===== config.mk =====
export PLATFORM = sky130hd
export DESIGN_NAME = fp_div_unpack
export DESIGN_NICKNAME = d
export VERILOG_FILES = /design/src/logic/fp_format_pkg.sv /design/src/logic/fp_div_unpack.sv
export SDC_FILE = /design/constraint.sdc
export NUM_CORES = 1
export LEC_CHECK = 0
export ABC_AREA = 1
export BUFFER_PORTS_ARGS = -buffer_cell sky130_fd_sc_hd__buf_2
export CAP_MARGIN = 0
export CORE_MARGIN = 2
export CORE_UTILIZATION = 30
export DETAILED_ROUTE_END_ITERATION = 10
export PLACE_DENSITY = 0.85
export REMOVE_ABC_BUFFERS = 1
export SYNTH_ARGS = -nofsm -noshare
export SYNTH_HDL_FRONTEND = slang
export SYNTH_SLANG_ARGS = --single-unit

===== constraint.sdc =====
create_clock -name vclk -period 1.2
set_clock_uncertainty 0.15 [all_clocks]
set_input_delay 0.24 -clock vclk [all_inputs]
set_output_delay 0.24 -clock vclk [all_outputs]
set_load 0.05 [all_outputs]

===== src/logic/fp_format_pkg.sv =====
package fp_format_pkg;

	// binary32 field layout
	localparam int exp_width = 8;
	localparam int sig_width = 23;

	localparam int exp_bias = 127;
	localparam int exp_max  = 255; // all-ones exponent, inf or nan

	// operand classes after unpacking
	// subnormals are flushed and count as fp_zero
	typedef enum logic [1:0] {
		fp_zero   = 2'd0,
		fp_normal = 2'd1,
		fp_inf    = 2'd2,
		fp_nan    = 2'd3
	} fp_class_t;

	// one operand split into fields
	// the significand carries the hidden bit at the top
	typedef struct packed {
		logic                 sign;
		logic [exp_width-1:0] exp;
		logic [sig_width:0]   sig;
		fp_class_t            cls;
	} fp_unpacked_t;

endpackage


===== src/logic/fp_div_unpack.sv =====
`timescale 1ns/1ns

module fp_div_unpack (
	input  logic [31:0]                 operand,
	output fp_format_pkg::fp_unpacked_t unpacked
);

	logic [fp_format_pkg::exp_width-1:0] exp_field;
	logic [fp_format_pkg::sig_width-1:0] frac_field;
	logic                                exp_zero;
	logic                                exp_ones;

	assign exp_field  = operand[fp_format_pkg::sig_width +: fp_format_pkg::exp_width];
	assign frac_field = operand[fp_format_pkg::sig_width-1:0];

	assign exp_zero = (exp_field == '0);
	assign exp_ones = (exp_field == fp_format_pkg::exp_width'(fp_format_pkg::exp_max));

	always_comb begin
		unpacked.sign = operand[31];
		unpacked.exp  = exp_field;
		unpacked.sig  = {~exp_zero, frac_field}; // hidden bit

		// subnormals land in fp_zero here
		if (exp_zero) begin
			unpacked.cls = fp_format_pkg::fp_zero;
		end else if (exp_ones) begin
			if (frac_field == '0) begin
				unpacked.cls = fp_format_pkg::fp_inf;
			end else begin
				unpacked.cls = fp_format_pkg::fp_nan;
			end
		end else begin
			unpacked.cls = fp_format_pkg::fp_normal;
		end
	end

endmodule


Word-level counts from Yosys, hierarchy flattened
Cells that the tools add are included.
{ "totals": {"latchBits": 0, "n_memories": 0, "ramBits": 0, "wordCells": 7, "out_inout_bits": 35, "in_bits": 32, "mem_bits_ro": 0, "ff_bits": 0} }
{ "op_classes": {"div_mod_pow": 0, "eq_ne": 1, "n_addsub": 0, "mux": 3, "n_reduce_logical": 2, "shifts": 0, "n_mul": 0, "n_lt_le_gt_ge": 0, "bitwise": 1} }
{ "op_table": {"columns": ["cell", "n"], "rows": [
  ["zero test 23 bit", 1],
  ["equality test 8 bit (second input constant)", 1],
  ["zero test 8 bit", 1],
  ["two-way mux 2 bit", 2],
  ["two-way mux 1 bit", 1],
  ["NOT 1 bit", 1]
]} }

Logic depth before layout (Yosys ltp)
{ "depth": {"word_depth": 4, "mapped_depth": 7, "ltp_nobuf": 7} }

Worst setup path after synthesis
Ideal clock, no wire load.
{ "synth_timing": {"path_type": "input port to output port", "start": "input operand[26]", "end": "output unpacked[0] in the netlist's numbering", "t_required_ps": 810, "t_arrival_ps": 1263, "cell_stages": 7, "slack_ps": -453, "path_buffers": 0, "cell_sequence": "nand2_1 inv_1 nand2_1 nor2_2 nand2_1 nor2_1 nor2_1"} }
{ "synth_lines": {"columns": ["element", "line_no", "source"], "rows": [
  ["from (decl)", "fp_div_unpack.sv:4", "input logic [31:0] operand,"],
  ["to (decl)", "fp_div_unpack.sv:5", "output fp_format_pkg::fp_unpacked_t unpacked"]
]} }

==> flow_summary.yaml <==
outcome:
  run_status: "finished, violations left"
  violated_checks: "setup timing"
sta:
  totalNegativeSetupSlack_ns: -0.3730
  timing.final.hold_violations: 0
  report.final.slew_viol_count: 0
  period_needed_ns: 1.377
  maxClockFrequency_ghz: 0.7262
  max-slew-margin-rel: 0.8297
  setup-violations-final: 3
  post-route-period-util: 1.148
  rsz0062_at_grt: "yes"
  worst_slew_pin_slew_ns: 0.2572
  worst_slack_ns: -0.1771
critical_path:
  cp.required_ns: 0.81
  timing.critical_path.fanout_max: 3
  cpPeakStageDelay_ns: 0.23
  worst_setup_path_start_kind: "input port"
  cp_slowest_cell: "or2_1"
  crit_path_cell_trace: "buf_6 > or2_1 > nor3_2 > nor2_1 > buf_6"
  timing.critical_path.to_type: "primary output"
  arrival_ns: 0.99
  worst-setup-path-type: "in2out"
  crit_top_cell: "buf_6"
routing:
  drt-total-wl_um: 1177
  drc_errors: 0
  drt_pre_antenna_iters: 2
  viasPerCell: 4.103
  routed_wire_length_per_instance_um: 9.341
  initialDrtViolationCount: 2
  detail-route-antenna-nets: 0
  via_count: 517
die:
  initial_core_util: 0.3192
  die_y_um: 41.21
  die_area_um2: 1698
  placeableCoreArea_um2: 1301
  top_level_ports: 67
  row_count: 13
  fp.dieW_um: 41.21
min_path:
  worstHoldPathType: "in2out"
power:
  power_per_cell_area_nw_per_um2: 545.8
  total_power_w: 0.0004043
  static-leakage-power_nw: 0.4084
  ir_worst_vdd_v: 0.0003397
cells_and_area:
  fill_cells: 116
  seq_cell_count: 0
  num_antenna_cells: 0
  syn2layout_area_growth_pct: 78.31
  area.sequential_um2: 0
  clock_buffer_cells: 0
  finalNetCount: 145
  final_core_utilization: 0.5692
  drive_gt1_frac: 0.7477
cts:
  hold_fix_buffer_count_after_cts: 0
placement:
  dp.final_hpwl_um: 877.1
  numPortBuffers: 65
  globalplace.congestion: 0.6597
  pre_cts_ws_ns: -0.2740
yosys:
  seq_area_frac_synth: 0
  synth.cell_area_um2: 415.4
  postSynthAreaPerCell_um2: 5.539
  synth-warning-count: 0
  postSynthCellCount: 75
  synth.distinct_cells: 8
global_route:
  via_count_of_the_first_global_routing_pass: 393
  antenna_found_initial: 0
  first_pass_grt_wire_length_um: 1276
  globalRouteMet1Util: 0.07595
  met2_usage_in_global_routing: 0.2813
  globalRoute.totalOverflow: 0
  use_met3: 0.005435
  gr-usage-all-layers: 0.1073
  peak_usage_layer_in_the_global_routing_report: "met2"
  largest_net_degree_at_the_start_of_global_routing: 4
job:
  max-cap-violations: 0
[synth_stat cells]
library cell | n | share of area
or2_1 | 1 | 0.015
buf_4 | 32 | 0.58
nor3_2 | 1 | 0.024
nand2_1 | 15 | 0.14
inv_1 | 6 | 0.054
nor2_2 | 1 | 0.015
nor2_1 | 18 | 0.16
or2_0 | 1 | 0.015
[per-layer routing]
layer	vias to the layer above	wire [um]
met5	-	0
met4	0	0
met3	0	192
met2	45	675
met1	211	310
li1	261	-
[final cells by class]
class	count	area [um2]	share of cell area
well taps	15	18.77	0.02534
multi-input cells	37	197.7	0.2669
repair buffers	68	501.7	0.6774
inverters	6	22.52	0.03041
[final timing paths]
path                      endpoint  slack (ns)         from  cells after the start
worst max-delay path   unpacked[0]       -0.18  operand[24]                      5
worst min-delay path  unpacked[34]        0.33  operand[31]                      0
[cell families after synthesis]
family,share of synthesized area
buffers and inverters,0.6325
and+or+nand+nor,0.3675
[worst max-delay path: cells and delay by family]
kind | cells | cell delay, ns
buf+inv | 2 | 0.25
simple gates | 3 | 0.49
[cells in the final DEF, fill, tap and decap left out]
| master | count |
|---|---|
| buf_2 | 41 |
| buf_6 | 23 |
| nand2_1 | 12 |
| nor2_1 | 9 |
| nor2_2 | 7 |
| inv_1 | 5 |
| nand2_2 | 3 |
| nor2_4 | 3 |
| buf_4 | 3 |
| or2_0 | 1 |
| or2_1 | 1 |
| nor3_2 | 1 |
| inv_2 | 1 |
| buf_8 | 1 |
[where the power goes]
part	switching, W	internal (W)
Sequential	0	0
Combinational	0.000268	0.000136
Clock	0	0
Total	0.000268	0.000136
[what timing repair did]
action,in CTS,in global routing
endpoints found under the hold margin,0,0
resized for setup,9,35
pin swaps,3,27
setup endpoints to repair,3,3
setup buffers,0,1
[through the flow]
stage / instance area (um2) / hold WS (ns) / std cells
6_report: 740.7 / 0.3301 / 126
5_1_grt: 740.7 / 0.3303 / 126
4_1_cts: 568.0 / 0.3303 / 125
3_5_place_dp: 534.3 / 0.3303 / 125
3_3_place_gp: 534.3 / 0.3303 / 125
2_1_floorplan: 175.2 / 0.3300 / 43
Power figures use the tool's default switching activity.
