<file path="config.mk">
export PLATFORM = sky130hd
export DESIGN_NAME = fp_div_pack
export DESIGN_NICKNAME = d
export VERILOG_FILES = /design/src/logic/fp_format_pkg.sv /design/src/logic/fp_div_pkg.sv /design/src/logic/fp_div_pack.sv
export SDC_FILE = /design/constraint.sdc
export NUM_CORES = 1
export LEC_CHECK = 0
export BUFFER_PORTS_ARGS = -buffer_cell sky130_fd_sc_hd__buf_2
export CORE_MARGIN = 8
export CORE_UTILIZATION = 35
export DETAILED_ROUTE_END_ITERATION = 7
export MAX_ROUTING_LAYER = met4
export PLACE_DENSITY = 0.86
export SETUP_SLACK_MARGIN = 0.5
export SYNTH_ARGS = -nofsm -noshare
export SYNTH_HDL_FRONTEND = slang
export SYNTH_SLANG_ARGS = --single-unit
</file>
<file path="constraint.sdc">
create_clock -name vclk -period 2.5
set_input_delay 0.5 -clock vclk [all_inputs]
set_output_delay 0.5 -clock vclk [all_outputs]
set_load 0.03 [all_outputs]
</file>
<file path="src/logic/fp_format_pkg.sv">
package fp_format_pkg;

	// binary32 field layout
	localparam int exp_width = 8;
	localparam int sig_width = 23;

	localparam int exp_bias = 127;
	localparam int exp_max  = 255; // all-ones exponent, inf or nan

	// operand classes after unpacking
	// subnormals are flushed and count as fp_zero
	typedef enum logic [1:0] {
		fp_zero   = 2'd0,
		fp_normal = 2'd1,
		fp_inf    = 2'd2,
		fp_nan    = 2'd3
	} fp_class_t;

	// one operand split into fields
	// the significand carries the hidden bit at the top
	typedef struct packed {
		logic                 sign;
		logic [exp_width-1:0] exp;
		logic [sig_width:0]   sig;
		fp_class_t            cls;
	} fp_unpacked_t;

endpackage

</file>
<file path="src/logic/fp_div_pkg.sv">
package fp_div_pkg;

	// status flags, invalid is the msb
	typedef struct packed {
		logic invalid;
		logic div_by_zero;
		logic overflow;
		logic underflow;
		logic zero;
	} fp_status_t;

	// quotient stage, before exceptions are resolved
	typedef struct packed {
		logic                                 sign;
		logic signed [9:0]                    exp;   // biased, may leave 1..254
		logic [fp_format_pkg::sig_width-1:0] frac;  // truncated
		fp_format_pkg::fp_class_t             cls_a;
		fp_format_pkg::fp_class_t             cls_b;
	} fp_quot_t;

	// final word plus flags
	typedef struct packed {
		logic [31:0] z;
		fp_status_t  status;
	} fp_result_t;

endpackage

</file>
<file path="src/logic/fp_div_pack.sv">
`timescale 1ns/1ns

module fp_div_pack (
	input  fp_div_pkg::fp_quot_t   quot,
	output fp_div_pkg::fp_result_t result
);

	localparam logic [31:0] qnan_word = 32'h7fc0_0000;

	logic              a_nan;
	logic              b_nan;
	logic              a_inf;
	logic              b_inf;
	logic              a_zero;
	logic              b_zero;
	logic signed [9:0] raw_exp;
	logic [31:0]       inf_word;
	logic [31:0]       zero_word;

	assign a_nan  = (quot.cls_a == fp_format_pkg::fp_nan);
	assign b_nan  = (quot.cls_b == fp_format_pkg::fp_nan);
	assign a_inf  = (quot.cls_a == fp_format_pkg::fp_inf);
	assign b_inf  = (quot.cls_b == fp_format_pkg::fp_inf);
	assign a_zero = (quot.cls_a == fp_format_pkg::fp_zero);
	assign b_zero = (quot.cls_b == fp_format_pkg::fp_zero);

	assign raw_exp = quot.exp;

	// signed specials
	assign inf_word  = {quot.sign, 8'hff, 23'b0};
	assign zero_word = {quot.sign, 31'b0};

	always_comb begin
		result.z      = zero_word;
		result.status = '0;

		// precedence: invalid, inf/x, x/inf, x/0, 0/x, then range
		if (a_nan || b_nan || (a_zero && b_zero) || (a_inf && b_inf)) begin
			result.z              = qnan_word;
			result.status.invalid = 1'b1;
		end else if (a_inf) begin
			result.z = inf_word; // exact, no flag
		end else if (b_inf) begin
			result.z           = zero_word;
			result.status.zero = 1'b1;
		end else if (b_zero) begin
			result.z                  = inf_word;
			result.status.div_by_zero = 1'b1;
		end else if (a_zero) begin
			result.z           = zero_word;
			result.status.zero = 1'b1;
		end else if (raw_exp >= fp_format_pkg::exp_max) begin
			result.z               = inf_word;
			result.status.overflow = 1'b1;
		end else if (raw_exp <= 0) begin
			// flushed, no subnormal results
			result.z                = zero_word;
			result.status.underflow = 1'b1;
			result.status.zero      = 1'b1;
		end else begin
			result.z = {quot.sign, raw_exp[7:0], quot.frac};
		end
	end

endmodule

</file>
==> results of run 1 <==
synth_stat cells:
cell | instances | area (um^2)
nor2b_1 | 1 | 6.26
clkbuf_2 | 1 | 5.00
o21a_1 | 2 | 15.0
buf_6 | 1 | 11.3
nand2_1 | 22 | 82.6
nand3_1 | 1 | 5.00
clkbuf_1 | 6 | 22.5
nand2b_1 | 1 | 6.26
nor3_4 | 1 | 16.3
nor4b_1 | 1 | 8.76
buf_4 | 1 | 7.51
nand4_1 | 2 | 12.5
a21oi_1 | 8 | 40.0
xnor2_2 | 1 | 16.3
and3b_1 | 1 | 8.76
or3_1 | 1 | 6.26
a311oi_4 | 1 | 26.3
and2_1 | 2 | 12.5
nor4_1 | 23 | 144
o211ai_2 | 1 | 12.5
or2_2 | 3 | 18.8
or4_4 | 1 | 11.3
a211oi_1 | 9 | 67.6
inv_1 | 1 | 3.75
and4bb_2 | 1 | 12.5
o21bai_1 | 1 | 7.51
o41ai_1 | 1 | 8.76
buf_2 | 2 | 10.0
buf_1 | 2 | 7.51
through the flow:
| stage | hold slack (ns) | std cells | setup slack (ns) |
|---|---|---|---|
| after detailed placement | 1.36 | 190 | -0.0162 |
| after global placement | 1.35 | 190 | 0.0472 |
| after floorplan | 1.07 | 99 | 0.162 |
cells by family after synthesis:
logic type             after synthesis
buffers and inverters               14
AO/OA/AOI/OAI                       23
XOR/XNOR                             1
AND/OR/NAND/NOR                     61
==> summary.txt, run 1 <==
Floorplan
  – I/O Pins: 75
  – Initial Util: 36.3%
  – Die width: 57.9 um
  – Row cnt: 15
  – Die Ht: 57.9 um

Yosys
  – Adder-cell share of the synthesized area: 0%
  – Cell variety after synth: 29
  – Avg Inst Size Synth: 6.19 um^2
  – Post-synthesis mux area share: 0%
  – Mapped Area: 613 um^2
  – Gate Count Post-Synth: 99
  – Largest family of logic cells by synthesized area: simple AND/OR/NAND/NOR gates
  – Compound-Gate Fraction of Synth Area: 29.0%
  – YS warnings: 0
  – Post-synthesis xor/xnor area fraction: 2.65%
  – Register area share after synthesis: 0%
  – Post-synthesis simple-gate area fraction: 57.3%
  – Syn_nets: 137

Placed design
  – Hpwl dp: 2810 um
  – DP Area: 1470 um^2
  – Gp weighted congestion: 0.899
  – Port-buffer cells: 75

Outcome
  – Failed at: clock tree synthesis (4_1_cts)
  – Status: aborted with a tool error
  – First reported error: [ERROR DPL-0038] Utilization greater than 100%, impossible to legalize

Clock tree
  – Post-cts hold buffer count: 0
  – Gates resized, CTS repair: 43
  – Number of setup buffers added after CTS: 4
==> run 2: changes to the inputs <==
CORE_AREA = 8 8 69 71   (was unset)
CORE_MARGIN = unset   (was 8)
CORE_UTILIZATION = unset   (was 35)
DIE_AREA = 0 0 77 79   (was unset)
MAX_ROUTING_LAYER = unset   (was met4)
PLACE_DENSITY = unset   (was 0.86)
PLACE_DENSITY_LB_ADDON = 0.15   (was unset)
SETUP_SLACK_MARGIN = unset   (was 0.5)
==> run 2 against run 1 <==
Area after synthesis unchanged. Synthesized cell count unchanged. The run now ends clean.
==> summary.txt, run 2 <==
Outcome
  – Status: finished, final reports clean

Drt
  – Routed wire length: 2960 um
  – Drt via density: 4.62
  – First-pass iteration count of the detailed router: 3
  – DRC violations left: 0
  – Antenna viol nets, final: 0
  – DR iter-0 viols: 26
  – Via count: 997
  – Avg WL per Cell: 13.7 um

Worst setup path
  – Critical path startpoint: quot[28]
  – CP max FO: 9
  – CP arrival: 1.92 ns
  – Required time worst endpoint: 2.00 ns
  – Crit path capture: result[0]
  – Crit start category: primary input
  – WS Path Type: in -> out
  – Worst setup EP type: primary output

Placed design
  – DP Cell Count: 216 (+14%)
  – Gp weighted congestion: 0.792 (-12%)
  – Pre-CTS setup slack: 0.0782 ns (+0.0944 ns)
  – Port-buffer cells: 75 (unchanged)
  – Hpwl dp: 2460 um (-13%)
  – DP Area: 1170 um^2 (-20%)

GRT
  – Antenna violations before repair: 0
  – Largest net degree at the start of global routing: 25
  – Vias in the first global route: 1013
  – GRT overflow: 0
  – GRT Overall Usage: 9.16%
  – First-pass GRT wire length: 4940 um

Timing
  – Final worst path period share: 96.9%
  – Worst setup margin: 0.0781 ns
  – RSZ-0062 raised after global routing: false
  – Final min period: 2.42 ns
  – Relative slew slack: 66.1%
  – Fmax: 413 MHz
  – Final hold vios: 0
  – # setup viols final: 0
  – Count of final max-slew check failures: 0
  – Setup TNS: 0 ns
  – Slew @ Worst Pin: 0.506 ns

Yosys
  – Avg Inst Size Synth: 6.19 um^2 (unchanged)
  – Cell taking the most area after synthesis: nor4_1
  – Synth cell count leaders: nor4_1, nand2_1, a211oi_1
  – Largest cells by area after synthesis: nor4_1, nand2_1, a211oi_1
  – Top-count cell post-synth: nor4_1
  – Mapped Area: 613 um^2 (unchanged)
  – YS warnings: 0 (unchanged)
  – Register area share after synthesis: 0% (unchanged)
  – Syn_nets: 137 (unchanged)
  – Cell variety after synth: 29 (unchanged)
  – Area share of the largest cell type after synthesis: 23.5% (unchanged)
  – Gate Count Post-Synth: 99 (unchanged)

Worst hold path
  – Hold Path Class: in -> out

Cells and area
  – FF+latch area: 0 um^2
  – Seq_cells: 0
  – Synthesis-to-layout area growth: 91.2%
  – Cell area after layout: 1170 um^2
  – Final-stage net count: 206
  – Multi-input combinational cell area: 668 um^2
  – Most frequent cells in the layout: buf_2, nand2_1, nor4_2, a211oi_1, a21oi_1
  – Filler cells: 442
  – Share of layout cells above drive strength 1: 65.7%
  – Clock buffer cells: 0
  – Final cell count without fillers: 216
  – Diodes inserted: 0
  – Most common cell after layout, fill and taps aside: buf_2

Clock tree
  – Number of setup buffers added after CTS: 0 (-4)
  – Gates resized, CTS repair: 0 (-100%)
  – Post-cts hold buffer count: 0 (unchanged)

Power and ir drop
  – Peak VDD IR: 0.0863 mV
  – Leak: 0.488 nW
  – Pwr Total: 0.189 mW
  – PwrDens: 161 nW/um^2

Floorplan
  – Die Ht: 79 um (+37%)
  – Initial Util: 16.1% (-20 points)
  – Core area: 3800 um^2
  – Row cnt: 23 (+8)
  – Die ar.: 6080 um^2
  – I/O Pins: 75 (unchanged)
  – Die width: 77 um (+33%)

Flow run
  – Max-capacitance violation count: 0
run 2: cell counts after synthesis:
No cell type changed its count.
run 2: worst max-delay path, stage by stage:
cell and delay, ns:
buf_2 0.11, or4_4 0.56, o211ai_2 0.37, and2_1 0.18
buf_2 0.19
run 2: kinds of logic (layout without fill, tap and decap cells):
kind of cell	count (synthesis)	in the layout	synth area share, %
buffers and inverters	14	81	11.0
and+or+nand+nor	61	61	57.3
xor gates and xnor gates	1	1	2.65
AOI/OAI and AO/OA	23	23	29.0
run 2: stage by stage:
stage | util, % | hold slack, ns
3_5_place_dp | 30.9 | 1.34
3_3_place_gp | 30.9 | 1.34
4_1_cts | 30.9 | 1.35
2_1_floorplan | - | 1.12
5_1_grt | 30.9 | 1.36
6_report | 30.9 | 1.34
run 2: worst min path at each step:
stage / endpoint / slack, ns / cells after the start / startpoint
finish: result[6] / 1.34 / 4 / quot[5]
global route: result[19] / 1.36 / 4 / quot[18]
CTS: result[6] / 1.35 / 4 / quot[5]
detailed placement: result[6] / 1.34 / 4 / quot[5]
global placement: result[6] / 1.34 / 4 / quot[5]
floorplan: result[3] / 1.12 / 1 / quot[1]
run 2: cell type report:
type / count / share of cell area, %
inverters: 1 / 0.320
repair buffers: 80 / 37.4
multi-input cells: 85 / 57.0
well taps: 50 / 5.34
run 2: routing by layer:
| metal | vias up | GRT usage [%] | wire length (um) |
|---|---|---|---|
| li1 | 517 | - | - |
| met1 | 434 | 11.4 | 1330 |
| met2 | 44 | 16.1 | 1380 |
| met3 | 2 | 2.37 | 232 |
| met4 | 0 | 0.566 | 14 |
| met5 | - | 0 | 0 |
run 2: report_power, final:
part / switching (mW) / total, mW / internal, mW
Sequential: 0 / 0 / 0
Clock: 0 / 0 / 0
Combinational: 0.122 / 0.189 / 0.0672
Power figures use the tool's default switching activity.
